===== src/hw/lsu_pkg.sv =====
package lsu_pkg;

   localparam int DW = 32;        // Data and address width
   localparam int LSU_IOPW = 6;   // Opcode bus width

   // Opcode bus bit positions
   localparam int LSU_LOAD = 0;
   localparam int LSU_STORE = 1;
   localparam int LSU_SIGN_EXT = 2;
   localparam int LSU_SIZE_LSB = 3;   // 3-bit size field

   // Access size codes, as carried in the size field
   localparam logic [2:0] SIZE_B = 3'd1;
   localparam logic [2:0] SIZE_H = 3'd2;
   localparam logic [2:0] SIZE_W = 3'd3;

   // One data word in three views
   // Byte and halfword lanes are little endian, lane 0 at the low address
   typedef union packed {
      logic [DW-1:0]          word;
      logic [DW/8-1:0][7:0]   b;
      logic [DW/16-1:0][15:0] h;
   } lsu_word_u;

endpackage


===== src/hw/mmu_pkg.sv =====
package mmu_pkg;

   // Page geometry
   localparam int P_PAGE_SIZE = 12;   // Page offset bits
   localparam int VPN_W = 20;         // Page number width

   // Low word of a TLB entry
   //   [0]     valid
   //   [31:12] virtual page tag
   localparam int TLBL_V = 0;
   localparam int TLBL_VPN_LSB = 12;

   // High word of a TLB entry
   //   [0]     readable
   //   [1]     writable
   //   [31:12] physical page number
   localparam int TLBH_R = 0;
   localparam int TLBH_W = 1;
   localparam int TLBH_PPN_LSB = 12;

endpackage


===== src/hw/dtlb.sv =====
module dtlb
   import lsu_pkg::*;
   import mmu_pkg::*;
#(
   parameter int TLB_P_SETS = 4
)
(
   input  logic                  clk,
   input  logic                  arst_n,
   input  logic                  stall,
   input  logic                  tlb_req,
   input  logic [DW-1:0]         s1i_vaddr,
   input  logic                  s1i_store,
   input  logic                  s1o_valid,
   input  logic                  msr_psr_dmme,
   input  logic [TLB_P_SETS-1:0] msr_dmm_tlbl_idx,
   input  logic [DW-1:0]         msr_dmm_tlbl_nxt,
   input  logic                  msr_dmm_tlbl_we,
   input  logic [TLB_P_SETS-1:0] msr_dmm_tlbh_idx,
   input  logic [DW-1:0]         msr_dmm_tlbh_nxt,
   input  logic                  msr_dmm_tlbh_we,
   output logic [VPN_W-1:0]      ppn,
   output logic                  lsu_edtm,
   output logic                  lsu_edpf
);
   localparam int N = 1 << TLB_P_SETS;
   localparam int TAG_W = VPN_W - TLB_P_SETS;   // Index bits are not stored

   logic [N-1:0]            tlb_v;
   logic [TAG_W-1:0]        tlb_tag [N];
   logic [N-1:0]            tlb_r;
   logic [N-1:0]            tlb_w;
   logic [VPN_W-1:0]        tlb_ppn [N];
   logic [VPN_W-1:0]        vpn;
   logic [TLB_P_SETS-1:0]   idx;
   logic                    hit;
   logic                    perm_err;
   logic                    edtm_q;
   logic                    edpf_q;

   always_ff @(posedge clk or negedge arst_n) begin
      if (!arst_n) begin
         tlb_v <= '0;
      end else if (msr_dmm_tlbl_we) begin
         tlb_v[msr_dmm_tlbl_idx] <= msr_dmm_tlbl_nxt[TLBL_V];
      end
   end

   always_ff @(posedge clk) begin
      if (msr_dmm_tlbl_we) begin
         tlb_tag[msr_dmm_tlbl_idx] <= msr_dmm_tlbl_nxt[TLBL_VPN_LSB+TLB_P_SETS +: TAG_W];
      end
      if (msr_dmm_tlbh_we) begin
         tlb_r[msr_dmm_tlbh_idx] <= msr_dmm_tlbh_nxt[TLBH_R];
         tlb_w[msr_dmm_tlbh_idx] <= msr_dmm_tlbh_nxt[TLBH_W];
         tlb_ppn[msr_dmm_tlbh_idx] <= msr_dmm_tlbh_nxt[TLBH_PPN_LSB +: VPN_W];
      end
   end

   assign vpn = s1i_vaddr[DW-1:P_PAGE_SIZE];
   assign idx = vpn[TLB_P_SETS-1:0];   // Direct mapped on the low VPN bits
   assign hit = tlb_v[idx] & (tlb_tag[idx] == vpn[VPN_W-1:TLB_P_SETS]);
   assign perm_err = s1i_store ? ~tlb_w[idx] : ~tlb_r[idx];

   // Flags only when translation is on
   always_ff @(posedge clk or negedge arst_n) begin
      if (!arst_n) begin
         edtm_q <= 1'b0;
         edpf_q <= 1'b0;
      end else if (!stall) begin
         edtm_q <= tlb_req & msr_psr_dmme & ~hit;
         edpf_q <= tlb_req & msr_psr_dmme & hit & perm_err;
      end
   end

   always_ff @(posedge clk) begin
      if (!stall) begin
         ppn <= msr_psr_dmme ? tlb_ppn[idx] : vpn;   // Identity map when off
      end
   end

   assign lsu_edtm = s1o_valid & edtm_q;
   assign lsu_edpf = s1o_valid & edpf_q;

endmodule


===== config.mk =====
export PLATFORM = sky130hd
export DESIGN_NAME = dtlb
export DESIGN_NICKNAME = d
export VERILOG_FILES = /design/src/hw/lsu_pkg.sv /design/src/hw/mmu_pkg.sv /design/src/hw/dtlb.sv
export SDC_FILE = /design/constraint.sdc
export NUM_CORES = 1
export LEC_CHECK = 0
export BUFFER_PORTS_ARGS = -buffer_cell sky130_fd_sc_hd__buf_2
export CAP_MARGIN = 20
export CORE_ASPECT_RATIO = 0.7
export CORE_MARGIN = 5
export CORE_UTILIZATION = 50
export DETAILED_ROUTE_END_ITERATION = 10
export PLACE_DENSITY = 0.67
export RECOVER_POWER = 100
export SLEW_MARGIN = 40
export SYNTH_ARGS = -nofsm -noshare
export SYNTH_HDL_FRONTEND = slang
export SYNTH_SLANG_ARGS = --single-unit
export TNS_END_PERCENT = 5

===== constraint.sdc =====
create_clock -name clk -period 2.5 [get_ports clk]
set_clock_uncertainty 0.2 [all_clocks]
set_input_delay 0.5 -clock clk [delete_from_list [all_inputs] [get_ports clk]]
set_output_delay 0.5 -clock clk [all_outputs]
set_load 0.02 [all_outputs]

==> run_results.csv <==
group,metric,value,unit
outcome,status,"finished, violations left",
outcome,violations,"max-capacitance violations, max-slew violations",
clock_tree,cts_tree,"yes",
global_route,grt_overflow,0,
floorplanning,fp.dieH,199,um
power_and_ir_drop,ir_drop,0.589,mV
placement,dp.cells,2055,
drt,wl,60.6,mm
clock_tree,cts_sinks,646,
sta,slew_viol_final,53,
sta,fmax,409,MHz
global_route,antenna_found_initial,7,
synth,synth_area,25500,um^2
critical_path,path_class,"input port to flip-flop",
power_and_ir_drop,p_comb_share,6.8,%
sta,setup_viol,0,
hold_path,hp-class,"input port to flip-flop",
critical_path,setup.worst_path.start_class,"input port",
critical_path,crit_fanout,13,
run,cap_viol_max_count,4,
drt,ant_nets,0,
power_and_ir_drop,p_switching,4.77,mW
power_and_ir_drop,power,23.0,mW
clock_tree,htree_levels,2,
floorplanning,coreArea,50600,um^2
global_route,grt_first_pass_wirelength,88.2,mm
critical_path,crit_arrival,2.45,ns
critical_path,cp.required,2.50,ns
floorplanning,fp.dieW,280,um
synth,ys_ff_latch,646,
drt,vias,13000,
placement,placed_area,28100,um^2
clock_tree,path_clk_slew,0.06,ns
sta,slew_headroom,-16.7,%
finish,drive_gt1_share,29.0,%
floorplanning,num_rows,69,
power_and_ir_drop,p_int,18.2,mW
placement,place_hpwl,37.8,mm
critical_path,critPathCaptureType,"flip-flop",
synth,syn_nets,1315,
placement,place_congestion,0.868,
power_and_ir_drop,swShare,20.7,%
sta,fin_crit_sh,97.8,%
finish,final_common_cell,"edfxtp_1",
power_and_ir_drop,p_per_area,780,nW/um^2
floorplanning,initial_core_util,50.3,%
synth,ys_warn_count,0,
synth,synthFlopType,"edfxtp_1",
sta,worst_slack,0.0540,ns
finish,nets,1556,
drt,drc_errors,0,
finish,fill_cells,3699,
drt,drtPass1Iterations,5,
clock_tree,ctsLongestPathBuffers,3,
synth,synthArstFlopShare,2.79,%
synth,syn_inst,1202,
sta,final_hold_viol_count,0,
drt,drt-initial-drc-count,1461,
floorplanning,fp.dieArea,55600,um^2
sta,worst_pin_slew,1.75,ns
power_and_ir_drop,pwr-share-seq,53.4,%
synth,yosysSeqAreaShare,75.8,%
synth,synth_edf_count,628,
power_and_ir_drop,clock_power_share,39.8,%
critical_path,rrSetupSlack,0.12,ns
finish,final_cell_count_no_fill,2166,
floorplanning,io_pins,135,
sta,worst_hold_slack,0.101,ns
sta,period_minus_slack,2.45,ns
clock_tree,cts_buffers,59,
clock_tree,cts_setup_buffers,0,
global_route,grt_max_degree,24,
sta,rsz0062_at_grt,"false",
global_route,grt_use_total,21.7,%
clock_tree,cts-root-buf,"clkbuf_16",
finish,final_cell_mix,"edfxtp_1 (628), mux4_2 (156), clkbuf_1 (101), buf_4 (81), nand2_1 (78)",
power_and_ir_drop,p_leak,9.68,nW
clock_tree,clock_latency,0.59,ns
placement,place_ws,-0.508,ns
synth,ys_types,52,
synth,syn_avg_cell_area,21.2,um^2
finish,final_cell_area,29500,um^2
placement,port_buffers,97,
drt,via_per_inst,6.01,
global_route,grt_pass1_vias,13100,
finish,synthToLayoutAreaGrowth,15.8,%
drt,post_drt_wl_per_cell,28.0,um
-- power groups by stage --
| stage | combinational (mW) | clock, mW | sequential (mW) |
|---|---|---|---|
| 2_1_floorplan | 0.874 | 0 | 12.5 |
| 3_3_place_gp | 1.61 | 0 | 12.5 |
| 3_5_place_dp | 1.64 | 0 | 12.5 |
| 4_1_cts | 1.65 | 9.30 | 12.3 |
| 5_1_grt | 1.69 | 9.77 | 12.3 |
| 6_report | 1.57 | 9.16 | 12.3 |
-- final cells by class --
cell class / instances / area, um^2 / share of cell area (%)
Clock inverter: 32 / 363 / 1.23
Tap cell: 674 / 843 / 2.86
Antenna cell: 1 / 2.50 / 0.00849
Sequential cell: 646 / 19300 / 65.5
Multi-Input combinational cell: 487 / 5780 / 19.6
Inverter: 10 / 37.5 / 0.127
Clock buffer: 77 / 1620 / 5.48
Timing Repair Buffer: 239 / 1540 / 5.22
-- through the flow --
| stage | util [%] | TNS (ns) |
|---|---|---|
| 6_report | 58.3 | 0 |
| 5_1_grt | 58.3 | 0 |
| 4_1_cts | 59.6 | 0 |
| 3_5_place_dp | 55.6 | -7.29 |
| 3_3_place_gp | 55.6 | -7.24 |
| 2_1_floorplan | - | -38.08 |
-- cells by family (layout without fill, tap and decap cells) --
logic type,after synthesis,after routing,share of synthesized area (%)
other,0,1,0
buffers and inverters,69,358,1.62
multiplexers,224,224,16.8
XOR/XNOR,24,24,0.825
flip-flops,646,646,75.8
AND/OR/NAND/NOR,175,175,3.17
AO/OA/AOI/OAI,64,64,1.75
-- worst max-delay path, cell delays in order --
cell and delay [ns]:
clkbuf_1 0.15, nand2b_1 0.23, nor2_1 0.50, clkbuf_1 1.04
-- flip-flops by register name, summed over array words and instances, names as in the netlist --
name and cells:
tlb_v 16, tlb_tag 256, tlb_w 16, ppn 20, tlb_ppn 320, edpf_q 1, tlb_r 16, edtm_q 1
-- worst paths after layout --
check / endpoint / cells after the start / startpoint
min in group asynchronous: edtm_q / 2 / arst_n
hold reg to reg: tlb_v[12] / 1 / tlb_v[12]
setup / recovery: tlb_tag[10][12] / 4 / msr_dmm_tlbl_idx[0]
max in group asynchronous: tlb_v[6] / 2 / arst_n
hold / removal: ppn[15] / 2 / s1i_vaddr[27]
setup reg to reg: edtm_q / 9 / tlb_tag[7][15]
-- synthesized netlist by cell type (8+ instances only) --
cell / instances / area (um^2)
mux2_2: 31 / 349
a21oi_1: 9 / 45.0
a22oi_1: 12 / 90.1
mux2i_1: 34 / 340
nand2b_1: 11 / 68.8
a31oi_1: 8 / 50.1
nand3_1: 13 / 65.1
buf_2: 21 / 105
o21ai_0: 11 / 55.1
nor2_1: 31 / 116
dfrtp_1: 18 / 450
nor3_1: 13 / 65.1
mux4_2: 156 / 3510
edfxtp_1: 628 / 18900
clkbuf_1: 17 / 63.8
nand2_1: 78 / 293
xnor2_1: 20 / 175
inv_1: 10 / 37.5
buf_4: 8 / 60.1
-- repair_timing --
item / CTS / global route
endpoints found under the hold margin: 18 / 0
endpoints found under the setup margin: 2 / 2
gates resized for setup: 1 / 3
pin swaps: 0 / 2
hold buffers: 1 / 0
-- per-layer routing --
layer  routed length (um)  share of wire (%)  global-route usage, %  up-vias
met1                26800                 44                   34.0     6962
met2                27900                 46                   33.0      527
met4                  958                1.6                   4.01        6
li1                     -                  -                      -     5456
met5                   33              0.054                      0        -
met3                 4840                8.0                   3.82       73
No activity file was read; power rests on OpenSTA's default activity.
