[config.mk]
export PLATFORM = sky130hd
export DESIGN_NAME = lsu_load_align
export DESIGN_NICKNAME = d
export VERILOG_FILES = /design/src/hw/lsu_pkg.sv /design/src/hw/lsu_load_align.sv
export SDC_FILE = /design/constraint.sdc
export NUM_CORES = 1
export LEC_CHECK = 0
export ABC_CLOCK_PERIOD_IN_PS = 1800
export BUFFER_PORTS_ARGS = -buffer_cell sky130_fd_sc_hd__buf_2
export CAP_MARGIN = 5
export CORE_ASPECT_RATIO = 0.8
export CORE_MARGIN = 2
export CORE_UTILIZATION = 27
export CTS_CLUSTER_DIAMETER = 80
export CTS_CLUSTER_SIZE = 28
export DETAILED_ROUTE_END_ITERATION = 16
export SYNTH_ARGS = -nofsm -noshare
export SYNTH_HDL_FRONTEND = slang
export SYNTH_SLANG_ARGS = --single-unit
[constraint.sdc]
create_clock -name clk -period 1.8 [get_ports clk]
set_clock_uncertainty 0.15 [all_clocks]
set_input_delay 0.09 -clock clk [delete_from_list [all_inputs] [get_ports clk]]
set_output_delay 0.09 -clock clk [all_outputs]
set_load 0.01 [all_outputs]
[src/hw/lsu_pkg.sv]
package lsu_pkg;

   localparam int DW = 32;        // Data and address width
   localparam int LSU_IOPW = 6;   // Opcode bus width

   // Opcode bus bit positions
   localparam int LSU_LOAD = 0;
   localparam int LSU_STORE = 1;
   localparam int LSU_SIGN_EXT = 2;
   localparam int LSU_SIZE_LSB = 3;   // 3-bit size field

   // Access size codes, as carried in the size field
   localparam logic [2:0] SIZE_B = 3'd1;
   localparam logic [2:0] SIZE_H = 3'd2;
   localparam logic [2:0] SIZE_W = 3'd3;

   // One data word in three views
   // Byte and halfword lanes are little endian, lane 0 at the low address
   typedef union packed {
      logic [DW-1:0]          word;
      logic [DW/8-1:0][7:0]   b;
      logic [DW/16-1:0][15:0] h;
   } lsu_word_u;

endpackage

[src/hw/lsu_load_align.sv]
module lsu_load_align
   import lsu_pkg::*;
(
   input  logic          clk,
   input  logic          stall,
   input  logic [2:0]    s1o_size,
   input  logic          s1o_sign_ext,
   input  logic [1:0]    s1o_vaddr_lo,
   input  lsu_word_u     rdat,
   output logic [DW-1:0] lsu_dout
);
   logic [2:0]  s2o_size;
   logic        s2o_sign_ext;
   logic [1:0]  s2o_vaddr_lo;
   logic [7:0]  byte_sel;
   logic [15:0] half_sel;

   // Stage two follows the memory read by one edge
   always_ff @(posedge clk) begin
      if (!stall) begin
         s2o_size <= s1o_size;
         s2o_sign_ext <= s1o_sign_ext;
         s2o_vaddr_lo <= s1o_vaddr_lo;
      end
   end

   assign byte_sel = rdat.b[s2o_vaddr_lo];
   assign half_sel = rdat.h[s2o_vaddr_lo[1]];

   always_comb begin
      case (s2o_size)
         SIZE_B: lsu_dout = {{(DW-8){s2o_sign_ext & byte_sel[7]}}, byte_sel};
         SIZE_H: lsu_dout = {{(DW-16){s2o_sign_ext & half_sel[15]}}, half_sel};
         SIZE_W: lsu_dout = rdat.word;
         default: lsu_dout = rdat.word;   // Unused codes read the whole word
      endcase
   end

endmodule

==> flow_summary.toml, run 1 <==
[pwr]
p_clk_frac = 0.195
switching_share = 0.373
ir_drop_mv = 0.636
switchingPower_mw = 0.378
p_comb_frac = 0.622
p_per_area_nw_per_um2 = 553
finalPower_mw = 1.01
internal_power_mw = 0.637
leakage_nw = 0.883
seqPwrFrac = 0.184

[sta]
rsz0062_at_grt = "yes"
timing.final.ws_setup_ps = -232
slew_viol_final = 0
fin_hold_ws_ps = 97.4
slew_headroom = 0.743
timing.final.crit_share = 1.13
setup_viol = 32
tightest_slew_ps = 385
finalHoldViolations = 0
period_needed_ps = 2030
fmax_ghz = 0.492

[routing]
drt_iter0_markers = 52
viasPerCell = 5.37
dr.pass1.iters = 4
vias = 1369
wl_per_cell_um = 15.9
drt-total-wl_um = 4050
drc_errors = 0
drtAntennaViolNets = 0

[placed_design]
gp_congestion = 0.849
place_area_um2 = 1530
place_ws_ps = 17.0
port_buffers = 71
dp_hpwl_um = 3020

[clock_tree]
cts_tree = "yes"
cts_buffer_depth = 2
cts_root_buffer = "clkbuf_8"
cts_sinks = 6
cts.clk_slew.worst_paths_ps = 40
cts.htree.levels = 1
cts_made_buffers = 3

[floorplanning]
ioPinCount = 72
die_y_um = 58.7
initial_core_util = 0.287
die-area_um2 = 4250
die_w_um = 72.4
std_cell_rows = 19
coreArea_um2 = 3520

[synthesis]
synth_compound_area_frac = 0.501
synth.avg_cell_area_um2 = 8.50
ys_seq_elements = 6
synth_simple_gate_area_frac = 0.109
yosysWarnings = 0
synth-seq-area-share = 0.178
synthesis.area_um2 = 1010
synthCells = 119
synth-xor-area-share = 0.00866
syn_nets = 159
synth_top_family_by_area = "compound AO/OA/AOI/OAI gates"
synthMuxAreaShare = 0.101
synth_fa_ha_area_frac = 0
synth.distinct_cells = 30

[worst_hold_path]
whs_path_depth = 2
min_path_type = "in2reg"
hp-start = "stall"

[setup_path]
cp_max_fo = 6
worstSetupPathType = "reg2out"
cp-startpoint = "s2o_size[1]$_DFFE_PN_"
worstPathArrival_ps = 1790
worst_ep_required_time_ps = 1560
cp-start-kind = "flip-flop"
crit_path_end_kind = "primary output"

[finish]
fin_util = 0.522
drive_gt1_frac = 0.629
syn_to_final_growth_pct = 81.6
multi_input_area_um2 = 850
antennaDiodeCount = 0
final_area_um2 = 1840
seq_area_um2 = 180
final_common_cell = "buf_2"
nNetsFinal = 255
n_fill_cell = 319
layout_common_cells = "buf_2, o21ai_0, buf_4"

[global_routing]
grtUsageTotal = 0.175
grt_max_degree = 17
overflow = 0
grt_pass1_wl_um = 5890
antenna_found_initial = 0
grt_pass1_vias = 1202

[flow_run]
max_cap_violations = 0

[run_status]
violations = "setup timing"
status = "finished, violations left"
## final cells by class
cell class                 instances  area share
clock buffer                       3      0.0225
inverter                          10      0.0204
tap                               42      0.0286
timing repair buffer             104       0.367
multi-input combinational         90       0.463
sequential                         6      0.0982
## through the flow
stage | instances | setup TNS, ps
5_1_grt | 255 | -7890
3_5_place_dp | 239 | 0
6_report | 255 | -5640
2_1_floorplan | 119 | 0
3_3_place_gp | 239 | 0
4_1_cts | 252 | -5240
## routing by layer
| metal | global-route usage | wire length, µm | vias up |
|---|---|---|---|
| li1 | - | - | 670 |
| met1 | 0.244 | 1800 | 630 |
| met2 | 0.291 | 1890 | 67 |
| met3 | 0.0377 | 349 | 2 |
| met4 | 0.0159 | 12 | 0 |
| met5 | 0 | 0 | - |
## kinds of logic after synthesis
logic type                after synthesis
and+or+nand+nor                        19
xor gates and xnor gates                1
AOI/OAI and AO/OA                      61
DFF                                     6
muxes                                   9
buffers and inverters                  23
## power by group through the flow
stage	registers (mW)	logic, mW	clock network, mW
detailed placement	0.183	0.539	0
global placement	0.182	0.542	0
global route	0.188	0.677	0.219
finish	0.187	0.631	0.197
CTS	0.183	0.575	0.202
floorplan	0.176	0.308	0
## synth_stat cells, drive strengths merged
library cell,count,area share
buf,7,0.042
xnor2,1,0.0087
edfxtp,6,0.18
and3b,1,0.0087
or3b,2,0.017
nand4bb,1,0.011
clkbuf,6,0.022
a2bb2oi,8,0.069
nand3,1,0.0049
nor2,7,0.026
inv,10,0.037
o221ai,9,0.078
a21oi,2,0.014
a22oi,16,0.17
o21ai,16,0.079
mux2i,8,0.079
o21a,1,0.0074
nand2,2,0.0074
a221o,7,0.069
a21o,1,0.0074
nor3b,2,0.015
o22a,1,0.0087
mux4,1,0.022
nand2b,3,0.019
## state kept, by name, summed over array words and instances (netlist names)
name,count
s2o_vaddr_lo,2
s2o_size,3
s2o_sign_ext,1
## final timing paths
check | to | slack (ps)
hold / removal | s2o_vaddr_lo[0]$_DFFE_PN_ | 100
setup / recovery | lsu_dout[23] | -230
## critical path, stage by stage (launching register included)
cell	delay, ps
edfxtp_1	510
xnor2_2	200
or3b_4	390
buf_4	180
a22oi_2	140
buf_2	160
## what timing repair did
action                                  in CTS  in global routing
hold endpoints to repair                     6                  0
gates cloned                                 1                  0
setup buffers                                3                  4
hold buffers                                 6                  0
endpoints found under the setup margin      32                 32
pin swaps                                    3                  7
resized for setup                           11                 21
(Power assumes the default switching activity.)
==> inputs of run 2 (changes only) <==
Settings changed: CORE_ASPECT_RATIO 0.8 to 1.2.
==> flow_summary.toml, run 2 (same netlist as run 1, synthesis figures left out) <==
[run_status]
status = "finished, violations left"
violations = "setup timing"

[sta]
rsz0062_at_grt = "yes"
finalHoldViolations = 0
tightest_slew_ps = 288
period_needed_ps = 1980
setup_tns_ps = -4510
setup_viol = 32
timing.final.crit_share = 1.10
fmax_ghz = 0.504
timing.final.ws_setup_ps = -184
slew_headroom = 0.806
slew_viol_final = 0

[global_routing]
grtUsageTotal = 0.173
grt_max_degree = 18
antenna_found_initial = 0
grt_pass1_wl_um = 5820
grt_pass1_vias = 1272
overflow = 0

[setup_path]
path_cells = "buf_4, nor3b_1, a21o_1, buf_4, a22oi_1, buf_2"
worstSetupPathType = "reg2out"
cp-start-kind = "flip-flop"
cpMaxStageDelayCell = "edfxtp_1"
worst_ep_required_time_ps = 1560
cpMostUsedCell = "buf_4"
worstPathArrival_ps = 1740
critPathMaxStageDelay_ps = 470
cp_max_fo = 7
crit_path_end_kind = "primary output"

[placed_design]
port_buffers = 71
place_area_um2 = 1510
place_ws_ps = -17.9
gp_congestion = 0.840
dp_hpwl_um = 2850
placed_cells = 237

[pwr]
leakage_nw = 0.823
finalPower_mw = 0.926
ir_drop_mv = 0.405
p_per_area_nw_per_um2 = 560

[finish]
antennaDiodeCount = 0
final_common_cell = "buf_2"
final_area_um2 = 1650
final_cell_count_no_fill = 248
syn_to_final_growth_pct = 63.6
reg_top3 = "s2o_size x3, s2o_vaddr_lo x2, s2o_sign_ext x1"
layout_common_cells = "buf_2, buf_4, o21ai_0"
drive_gt1_frac = 0.555
top_register = "s2o_size"
nNetsFinal = 251
largest_reg_flops = 3

[routing]
dr.pass1.iters = 4
drt_iter0_markers = 115
viasPerCell = 5.28
vias = 1310
drtAntennaViolNets = 0
drc_errors = 0
drt-total-wl_um = 3610
wl_per_cell_um = 14.5

[floorplanning]
std_cell_rows = 24
die_y_um = 71.0
initial_core_util = 0.281
die_w_um = 59.9
ioPinCount = 72
die-area_um2 = 4250
coreArea_um2 = 3600

[flow_run]
max_cap_violations = 0

[worst_hold_path]
min_path_type = "in2reg"

[clock_tree]
cts.clk_slew.worst_paths_ps = 30
cts_sinks = 6
cts_root_buffer = "clkbuf_8"
cts.htree.levels = 1
cts_buffer_depth = 2
cts_tree = "yes"
cts_made_buffers = 3
run 2: per-stage QoR:
step / hold slack [ps] / util
floorplan: 38.9 / -
global placement: 117 / 0.418
detailed placement: 118 / 0.418
CTS: 81.6 / 0.459
global route: 89.5 / 0.459
finish: 81.9 / 0.459
run 2: power by group:
group / internal (mW) / leakage [nW] / switching (mW)
Sequential: 0.168 / 0.0587 / 0.0139
Clock: 0.143 / 0.0216 / 0.0507
Combinational: 0.276 / 0.743 / 0.274
Total: 0.587 / 0.823 / 0.338
run 2: layer usage:
metal / track usage / share of wire / up-vias
met5: 0 / 0 / -
met4: 0.0568 / 0.012 / 0
met3: 0.0219 / 0.049 / 6
met2: 0.291 / 0.51 / 47
met1: 0.225 / 0.43 / 596
li1: - / - / 661
run 2: worst paths after layout:
path / startpoint / end / slack (ps) / depth (start not counted)
setup / recovery: s2o_size[1]$_DFFE_PN_ / lsu_dout[28] / -180 / 6
hold / removal: stall / s2o_size[0]$_DFFE_PN_ / 80 / 2
run 2: worst max-delay path, delay by kind of cell (launching register included):
| kind | cells | cell delay (ps) |
|---|---|---|
| simple gates | 1 | 130 |
| buf+inv | 3 | 530 |
| flops | 1 | 470 |
| compound gates | 2 | 400 |
run 2: repair_timing:
action,in CTS,in global routing
gates resized for setup,9,0
hold buffers,6,0
buffers inserted,2,0
endpoints found under the hold margin,6,0
pin swaps,1,0
endpoints found under the setup margin,32,32
run 2: cell type report:
class,count,area (µm²)
multi-input combinational,90,754
clock buffer,3,41.3
fill,369,1950
timing repair buffer,100,592
inverter,10,37.5
sequential,6,180
tap,39,48.8
