**src/hw/lsu_pkg.sv**
```systemverilog
package lsu_pkg;

   localparam int DW = 32;        // Data and address width
   localparam int LSU_IOPW = 6;   // Opcode bus width

   // Opcode bus bit positions
   localparam int LSU_LOAD = 0;
   localparam int LSU_STORE = 1;
   localparam int LSU_SIGN_EXT = 2;
   localparam int LSU_SIZE_LSB = 3;   // 3-bit size field

   // Access size codes, as carried in the size field
   localparam logic [2:0] SIZE_B = 3'd1;
   localparam logic [2:0] SIZE_H = 3'd2;
   localparam logic [2:0] SIZE_W = 3'd3;

   // One data word in three views
   // Byte and halfword lanes are little endian, lane 0 at the low address
   typedef union packed {
      logic [DW-1:0]          word;
      logic [DW/8-1:0][7:0]   b;
      logic [DW/16-1:0][15:0] h;
   } lsu_word_u;

endpackage

```
**src/hw/lsu_agu_stage.sv**
```systemverilog
module lsu_agu_stage
   import lsu_pkg::*;
(
   input  logic                clk,
   input  logic                arst_n,
   input  logic                stall,
   input  logic                flush_s1,
   input  logic                ex_valid,
   input  logic [LSU_IOPW-1:0] ex_lsu_opc,
   input  logic [DW-1:0]       add_sum,
   input  logic [DW-1:0]       ex_operand2,
   output logic                agu_en,
   output logic                tlb_req,
   output logic                s1o_valid,
   output logic                s1o_store,
   output logic [2:0]          s1o_size,
   output logic                s1o_sign_ext,
   output logic [DW-1:0]       s1o_vaddr,
   output logic [DW/8-1:0]     s1o_wmsk,
   output lsu_word_u           s1o_wdat,
   output logic                lsu_ealign
);
   logic            s1i_load;
   logic            s1i_store;
   logic            s1i_sign_ext;
   logic [2:0]      s1i_size;
   logic            s1i_valid;
   logic            s1i_misalign;
   logic [DW/8-1:0] s1i_wmsk;
   lsu_word_u       s1i_wdat;
   logic            s1o_misalign;

   assign s1i_load = ex_lsu_opc[LSU_LOAD];
   assign s1i_store = ex_lsu_opc[LSU_STORE];
   assign s1i_sign_ext = ex_lsu_opc[LSU_SIGN_EXT];
   assign s1i_size = ex_lsu_opc[LSU_SIZE_LSB +: 3];

   assign agu_en = s1i_load | s1i_store;
   assign s1i_valid = ex_valid & agu_en;

   // Lookup only for an access that really enters stage one
   assign tlb_req = ~stall & s1i_valid & ~flush_s1;

   assign s1i_misalign = ((s1i_size == SIZE_W) & (|add_sum[1:0])) |
                         ((s1i_size == SIZE_H) & add_sum[0]);

   // Store data is replicated to every lane, the mask picks the lane
   always_comb begin
      s1i_wdat.word = ex_operand2;
      s1i_wmsk = '1;
      case (s1i_size)
         SIZE_B: begin
            for (int i = 0; i < DW/8; i++) begin
               s1i_wdat.b[i] = ex_operand2[7:0];
            end
            s1i_wmsk = '0;
            s1i_wmsk[add_sum[1:0]] = 1'b1;
         end
         SIZE_H: begin
            for (int i = 0; i < DW/16; i++) begin
               s1i_wdat.h[i] = ex_operand2[15:0];
            end
            s1i_wmsk = add_sum[1] ? 4'b1100 : 4'b0011;
         end
         SIZE_W: s1i_wmsk = '1;
         default: s1i_wmsk = '1;
      endcase
      if (!s1i_store) begin
         s1i_wmsk = '0;   // Loads never write
      end
   end

   always_ff @(posedge clk or negedge arst_n) begin
      if (!arst_n) begin
         s1o_valid <= 1'b0;
         s1o_misalign <= 1'b0;
      end else begin
         if (!stall || flush_s1) begin
            s1o_valid <= s1i_valid & ~flush_s1;
         end
         if (!stall) begin
            s1o_misalign <= s1i_misalign;
         end
      end
   end

   always_ff @(posedge clk) begin
      if (!stall) begin
         s1o_store <= s1i_store;
         s1o_size <= s1i_size;
         s1o_sign_ext <= s1i_sign_ext;
         s1o_vaddr <= add_sum;
         s1o_wmsk <= s1i_wmsk;
         s1o_wdat <= s1i_wdat;
      end
   end

   assign lsu_ealign = s1o_valid & s1o_misalign;

endmodule

```
**config.mk**
```make
export PLATFORM = sky130hd
export DESIGN_NAME = lsu_agu_stage
export DESIGN_NICKNAME = d
export VERILOG_FILES = /design/src/hw/lsu_pkg.sv /design/src/hw/lsu_agu_stage.sv
export SDC_FILE = /design/constraint.sdc
export NUM_CORES = 1
export LEC_CHECK = 0
export BUFFER_PORTS_ARGS = -buffer_cell sky130_fd_sc_hd__buf_2
export CORE_UTILIZATION = 49
export CTS_CLUSTER_DIAMETER = 60
export DETAILED_ROUTE_END_ITERATION = 7
export PLACE_DENSITY = 0.86
export REMOVE_ABC_BUFFERS = 1
export SLEW_MARGIN = 10
export SYNTH_ARGS = -nofsm -noshare
export SYNTH_HDL_FRONTEND = slang
export SYNTH_SLANG_ARGS = --single-unit
```
**constraint.sdc**
```tcl
create_clock -name clk -period 2.09 [get_ports clk]
set_input_delay 0.5225 -clock clk [delete_from_list [all_inputs] [get_ports clk]]
set_output_delay 0.5225 -clock clk [all_outputs]
set_load 0.05 [all_outputs]
```
==> summary.log, run 1 <==
[routing] DR DRC count 0
[cts] cell chosen for the clock root clkbuf_8
[cts] TritonCTS buffer count 9
[status] outcome completed
[global_route] wire length of the first global-routing pass 9660 um
[placed_design] buffers added on ports 151
[cts] # Post-CTS Setup Buffers 0
[sta] part of the cycle the worst path needs 80.8%
[yosys] proportion of synthesized area in mux cells 7.95%
[sta] largest clock skew in the final design 0 ps
[power] Max IR drop VDD 0.000487 V
[finish] area of combinational cells with multiple inputs 727 sq um
[sta] Final Critical Period 1690 ps
[sta] Worst Tran Pin Value 392 ps
[finish] leading cell types in the layout, fill and taps excluded 151 x buf_2, 73 x edfxtp_1, 16 x mux2_4
[yosys] Ys Warns 0
[finish] Layout Cells excl Fill 413
[setup_path] maximum fanout along the worst path 7
[setup_path] worst path cell trace buf_2, o21ai_1, nor3_1, buf_2
[flow_run] Max Cap Violations 0
[finish] signed area change from the synthesized netlist to the final layout 36.5%
[cts] CTS tree done
[cts] clock latency reported for the late side of the worst-skew pair 340 ps
[sta] worst relative slew slack 73.9%
[routing] Vias per Instance 5.11
[cts] maximum buffer depth of the clock tree 2
[cts] total number of H-tree levels 3
[floorplanning] number of top-level pins 152
[yosys] Async SR Flop Fraction 2.67%
[yosys] share of the synthesized area in compound gates (AO/OA/AOI/OAI) 9.28%
[floorplanning] row count 28
[yosys] post-synthesis adder-cell area fraction 0%
[sta] final setup vio count 0
[yosys] register area share after synthesis 74.2%
[global_route] global-route congestion overflow total 0
[yosys] parity-gate share of the synthesized area counting xor and xnor cells 0%
[global_route] Total GRT Usage 21.0%
[finish] finished layout cell area 4120 sq um
[yosys] most frequently used flop master after synthesis edfxtp_1
[global_route] number of antenna violations at the first check in global routing 0
[setup_path] category of the worst setup path launch point input port
[sta] summed negative setup slack over all endpoints 0 ps
[routing] via count of the routed design 2109
[floorplanning] area of the core 5920 sq um
[yosys] fraction of post-synthesis cell area in the top cell type by area 72.5%
[setup_path] CP Data Arrival Time 1170 ps
[setup_path] type of the worst setup path input port to primary output
[setup_path] depth of the most critical reg-to-reg path 3
[finish] layout net count 408
[yosys] dominant combinational cell family by area after synthesis compound AO/OA/AOI/OAI gates
[sta] number of hold violations in the final report 0
[placed_design] Placer Congestion 0.752
[cts] total of hold buffers inserted after clock tree synthesis 1
[setup_path] slowest library cell on the worst path buf_2
[cts] number of resized instances in the post-cts repair step 0
[sta] number of pins with negative max-slew slack in the final report 0
[floorplanning] Vert. Die Dim 80.5 um
[yosys] Post-synth EDFFs 73
[floorplanning] Chip Width 80.5 um
[finish] most common library cell in the layout ignoring fill and taps buf_2
[sta] top achievable clock speed 592 MHz
[power] static power due to leakage 0.00177 uW
[yosys] average footprint of a synthesized cell 17.9 sq um
[cts] clock input transition at the sequential cells of the worst setup and hold paths 80 ps
[placed_design] post-placement cell count 396
[placed_design] DP HPWL 5100 um
[sta] RSZ-0062 raised after global routing false
[yosys] synthesized area 3020 sq um
[setup_path] CP endpoint kind primary output
[worst_hold_path] worst min-delay path category input port to flop
[yosys] leading cell types by total area after synthesis edfxtp_1 73%, mux2_4 8.0%, o21a_1 3.0%
[cts] number of sinks on the clock net 75
[routing] detailed-route wire length 7110 um
[global_route] pin count of the biggest net entering global routing 74
[setup_path] CP peak stage delay 290 ps
[floorplanning] effective utilization at floorplan 51.0%
[placed_design] Post-DP Area 3900 sq um
[yosys] number of distinct library cells after synthesis 28
[routing] post-DR wirelength/cell 17.2 um
[finish] layout cell share with drive strength beyond 1 57.4%
[yosys] register bit total from synthesis 75
[worst_hold_path] number of stages on the worst hold path 1
[routing] Iteration-0 DRC Markers 103
[yosys] post-synth top area cell edfxtp_1
[finish] sequential cell area in the final layout 2240 sq um
[setup_path] crit-path most repeated cell buf_2
[floorplanning] die area 6480 sq um
[power] Power Dens Cells 941 nW/um^2
[routing] Pre-Repair DR Iteration Count 4
[setup_path] endpoint required time on the critical path 1570 ps
[routing] antenna-violating nets left 0
[global_route] number of global-route vias before repair 1934
[finish] count of inserted antenna diode cells 0
[yosys] cell count after synthesis 169
[yosys] synthesized-area fraction occupied by and/or/nand/nor cells 6.83%
[finish] number of filler cells placed in the layout 406
## critical path, delay by kind of cell
kind            cells  cell delay, ps
buf+inv             2             430
simple gates        1             120
compound gates      1              90
## state kept, by name (all words and copies together), names as in the netlist
| signal | flops |
|---|---|
| s1o_vaddr | 32 |
| s1o_misalign | 1 |
| s1o_sign_ext | 1 |
| s1o_wdat | 32 |
| s1o_valid | 1 |
| s1o_size | 3 |
| s1o_wmsk | 4 |
| s1o_store | 1 |
## metrics by stage
stage | worst slack [ps] | util [%] | hold slack, ps | total power [uW]
after floorplan | -274 | - | 227 | 2440
after global placement | 298 | 65.8 | 308 | 2690
after detailed placement | 230 | 65.8 | 309 | 2710
after CTS | 394 | 69.7 | 333 | 3910
after global routing | 324 | 69.7 | 334 | 3990
final | 401 | 69.7 | 347 | 3880
## metal layers
metal / part of all wire [%] / vias to the layer above / GRT usage (%) / routed length, um
li1: - / 1002 / - / -
met1: 39 / 989 / 25.1 / 2780
met2: 51 / 111 / 34.9 / 3600
met3: 9.0 / 7 / 5.91 / 642
met4: 1.2 / 0 / 9.82 / 86
met5: 0 / - / 0 / 0
## Yosys cell counts, types with 2 or more instances
cell type  instances
nor2b_1            9
a211oi_1           8
buf_2              3
o32ai_1            8
mux2_4            16
nor3_1             9
dfrtp_1            2
nand2b_1           3
nand2_1            4
inv_1              2
a21oi_1            3
buf_4              2
nor2b_4            2
o21a_1            12
edfxtp_1          73
## area by class of cell
cell class	count	area share [%]
Clock buffer	10	3.09
Clock inverter	6	2.12
Sequential cell	75	54.4
Inverter	2	0.182
Tap cell	75	2.28
Multi-Input combinational cell	85	17.6
Timing Repair Buffer	160	20.3
## cells by family after synthesis
group / Yosys count
flops: 75
compound gates: 37
simple gates: 32
mux: 16
buf+inv: 9
## report_power, final
group | internal [uW] | switching [uW] | leakage [uW]
combinational | 221 | 626 | 0.000920
clock | 675 | 533 | 0.000111
sequential | 1790 | 32.4 | 0.000741
total | 2690 | 1190 | 0.00177
## path summary, 6_finish.rpt
path	from	slack, ps	end
worst min-delay path	ex_lsu_opc[2]	350	s1o_sign_ext$_DFFE_PN_
min in group asynchronous	arst_n	500	s1o_misalign$_DFFE_PN0N_
worst max register to register	s1o_valid$_DFFE_PN0P_	1340	s1o_valid$_DFFE_PN0P_
worst max-delay path	ex_lsu_opc[1]	400	tlb_req
max in group asynchronous	arst_n	1490	s1o_valid$_DFFE_PN0P_
worst min register to register	s1o_misalign$_DFFE_PN0N_	500	s1o_misalign$_DFFE_PN0N_
Note: power is estimated with default switching activity, not from simulation.
==> run 2: changes to the inputs <==
CORE_UTILIZATION = 45   (was 49)
PLACE_DENSITY = 0.8   (was 0.86)
clock period = 1.65 ns   (was 2.09 ns; I/O delays follow)
==> run 2 against run 1 <==
Effect of this change:
- the flow now finishes with violations (design-rule violations)
- via count rose by 3.7%
- critical path depth did not move
- register-to-register slack got worse by 450 ps
- worst hold slack got worse by 110 ps
- sequential cell count did not move
- die area rose by 8.7%
- final cell count rose by 1.9%
- critical endpoint unchanged
- largest power group unchanged
- sequential power rose by 26%
==> summary.log, run 2 (synthesis results as in run 1) <==
[status] outcome finished with violations
[status] violated checks design-rule violations
[sta] top achievable clock speed 657 MHz
[sta] largest clock skew in the final design 0 ps [unchanged]
[setup_path] depth of the most critical reg-to-reg path 3 [unchanged]
[worst_hold_path] Endpoint, Worst Hold s1o_valid$_DFFE_PN0P_
[routing] DR DRC count 30 [+30]
[sta] final hold slack 233 ps [-114 ps]
[finish] leading cell types in the layout, fill and taps excluded 151 x buf_2, 73 x edfxtp_1, 16 x mux2_4
[routing] antenna-violating nets left 0 [unchanged]
[cts] clock latency reported for the late side of the worst-skew pair 340 ps [about the same]
[placed_design] buffers added on ports 151 [unchanged]
[finish] largest registers ranked by flip-flop count s1o_vaddr x32, s1o_wdat x32, s1o_wmsk x4
[floorplanning] area of the core 6420 sq um [+8.5%]
[global_route] wire length of the first global-routing pass 10700 um [+10%]
[sta] final setup vio count 0 [unchanged]
[sta] number of hold violations in the final report 0 [unchanged]
[global_route] number of global-route vias before repair 2128 [+10%]
[setup_path] crit-path most repeated cell buf_2
[finish] count of inserted antenna diode cells 0 [unchanged]
[cts] clock input transition at the sequential cells of the worst setup and hold paths 90 ps [about the same]
[finish] number of filler cells placed in the layout 488 [+20%]
[setup_path] register-to-register setup slack 890 ps [-450 ps]
[worst_hold_path] worst min-delay path category input port to flop
[floorplanning] Chip Width 83.9 um [+4.2%]
[finish] most common library cell in the layout ignoring fill and taps buf_2
[setup_path] CP top delay family buffers and inverters
[cts] TritonCTS buffer count 9 [unchanged]
[setup_path] CP endpoint kind primary output
[finish] share of the core filled with cells in the final layout 65.5% [-4.2 points]
[setup_path] endpoint required time on the critical path 1240 ps [-330 ps]
[floorplanning] row count 29 [+3.6%]
[finish] layout cell share with drive strength beyond 1 58.1% [+0.74 points]
[placed_design] DP HPWL 5340 um [+4.7%]
[setup_path] destination of the worst register-to-register timing path s1o_valid$_DFFE_PN0P_
[global_route] pin count of the biggest net entering global routing 38 [-49%]
[routing] via count of the routed design 2188 [+3.7%]
[routing] Vias per Instance 5.20 [+1.8%]
[setup_path] CP Data Arrival Time 1110 ps [-60 ps]
[setup_path] buffering stage count on the worst path with inverters included 2 [unchanged]
[sta] Final Critical Period 1520 ps
[cts] cell chosen for the clock root clkbuf_8
[setup_path] category of the worst setup path launch point input port
[finish] signed area change from the synthesized netlist to the final layout 39.1%
[sta] worst relative slew slack 76.9% [+3.0 points]
[cts] total number of H-tree levels 3 [unchanged]
[sta] number of pins with negative max-slew slack in the final report 0 [unchanged]
[power] Power Dens Cells 1190 nW/um^2 [+26%]
[worst_hold_path] number of stages on the worst hold path 2 [+1]
[worst_hold_path] hold wc startpoint flush_s1
[placed_design] Placer Congestion 0.793 [+5.4%]
[power] Max IR drop VDD 0.000538 V [+10%]
[setup_path] type of the worst setup path input port to primary output
[cts] maximum buffer depth of the clock tree 2 [unchanged]
[floorplanning] effective utilization at floorplan 47.0% [-4.0 points]
[sta] Worst Tran Pin Value 346 ps [-45.7 ps]
[cts] CTS tree done
[setup_path] worst path cell trace buf_2, o21ai_1, nor3_1, buf_2
[sta] part of the cycle the worst path needs 92.2%
[setup_path] slowest library cell on the worst path buf_2
[flow_run] Max Cap Violations 0 [unchanged]
[cts] number of sinks on the clock net 75 [unchanged]
[floorplanning] die area 7050 sq um [+8.7%]
[routing] Pre-Repair DR Iteration Count 6 [+2]
[power] static power due to leakage 0.00181 uW [+2.2%]
[routing] Iteration-0 DRC Markers 104 [+0.97%]
[global_route] Total GRT Usage 20.6% [-0.47 points]
[floorplanning] Vert. Die Dim 83.9 um [+4.2%]
[sta] RSZ-0062 raised after global routing false
[setup_path] maximum fanout along the worst path 7 [unchanged]
[global_route] global-route congestion overflow total 0 [unchanged]
[setup_path] Reg-to-Reg Start s1o_valid$_DFFE_PN0P_
[routing] post-DR wirelength/cell 17.2 um [about the same]
[cts] number of resized instances in the post-cts repair step 0 [unchanged]
[setup_path] CP peak stage delay 290 ps [about the same]
[finish] layout net count 414 [+1.5%]
[routing] detailed-route wire length 7240 um [+1.9%]
[global_route] number of antenna violations at the first check in global routing 0 [unchanged]
[floorplanning] number of top-level pins 152 [unchanged]
==> run 2: worst reg2reg max path, stage by stage (launching register included) <==
cell	delay [ps]
dfrtp_1	400
nand2_1	70
o21ai_0	60
nor2b_1	130
==> run 2: cell type report <==
class | instances | area [sq um] | area share [%]
tap | 77 | 96.3 | 2.29
timing repair buffer | 166 | 908 | 21.6
multi-input combinational | 85 | 727 | 17.3
clock buffer | 9 | 124 | 2.95
sequential | 75 | 2240 | 53.3
clock inverter | 7 | 98.8 | 2.35
inverter | 2 | 7.51 | 0.179
==> run 2: worst max-delay path by stage <==
stage / start / endpoint / slack (ps) / cells after the start
6_report: ex_lsu_opc[1] / tlb_req / 130 / 4
5_1_grt: ex_lsu_opc[1] / tlb_req / 90 / 4
4_1_cts: s1o_valid$_DFFE_PN0P_ / lsu_ealign / 120 / 2
3_5_place_dp: ex_lsu_opc[4] / s1o_wdat[16]$_DFFE_PN_ / 10 / 5
3_3_place_gp: ex_lsu_opc[4] / s1o_wdat[19]$_DFFE_PN_ / 50 / 5
2_1_floorplan: stall / s1o_sign_ext$_DFFE_PN_ / -600 / 1
==> run 2: repair_timing <==
item                      CTS  global route
hold buffers                1             0
buffers inserted            0             0
hold endpoints to repair    2             0
==> run 2: power by group <==
part | switching [uW] | internal, uW
combinational | 797 | 295
sequential | 40.4 | 2270
clock | 717 | 862
total | 1550 | 3430
==> run 2: metrics by stage <==
step / setup WS (ps) / instance area (sq um) / power, uW / TNS, ps / std cells
6_report: 129 / 4200 / 4980 / 0 / 421
5_1_grt: 89.3 / 4200 / 5120 / 0 / 421
3_5_place_dp: 12.2 / 3970 / 3450 / 0 / 404
4_1_cts: 117 / 4200 / 5010 / 0 / 421
3_3_place_gp: 50.3 / 3970 / 3430 / 0 / 404
2_1_floorplan: -604 / 2980 / 3100 / -44410 / 162
==> run 2: per-layer routing <==
layer	vias up	GRT usage [%]	share of wire [%]
met3	11	6.13	9.2
met5	-	0	0
met1	1051	21.2	35
li1	1012	-	-
met4	0	8.78	1.5
met2	114	38.3	54
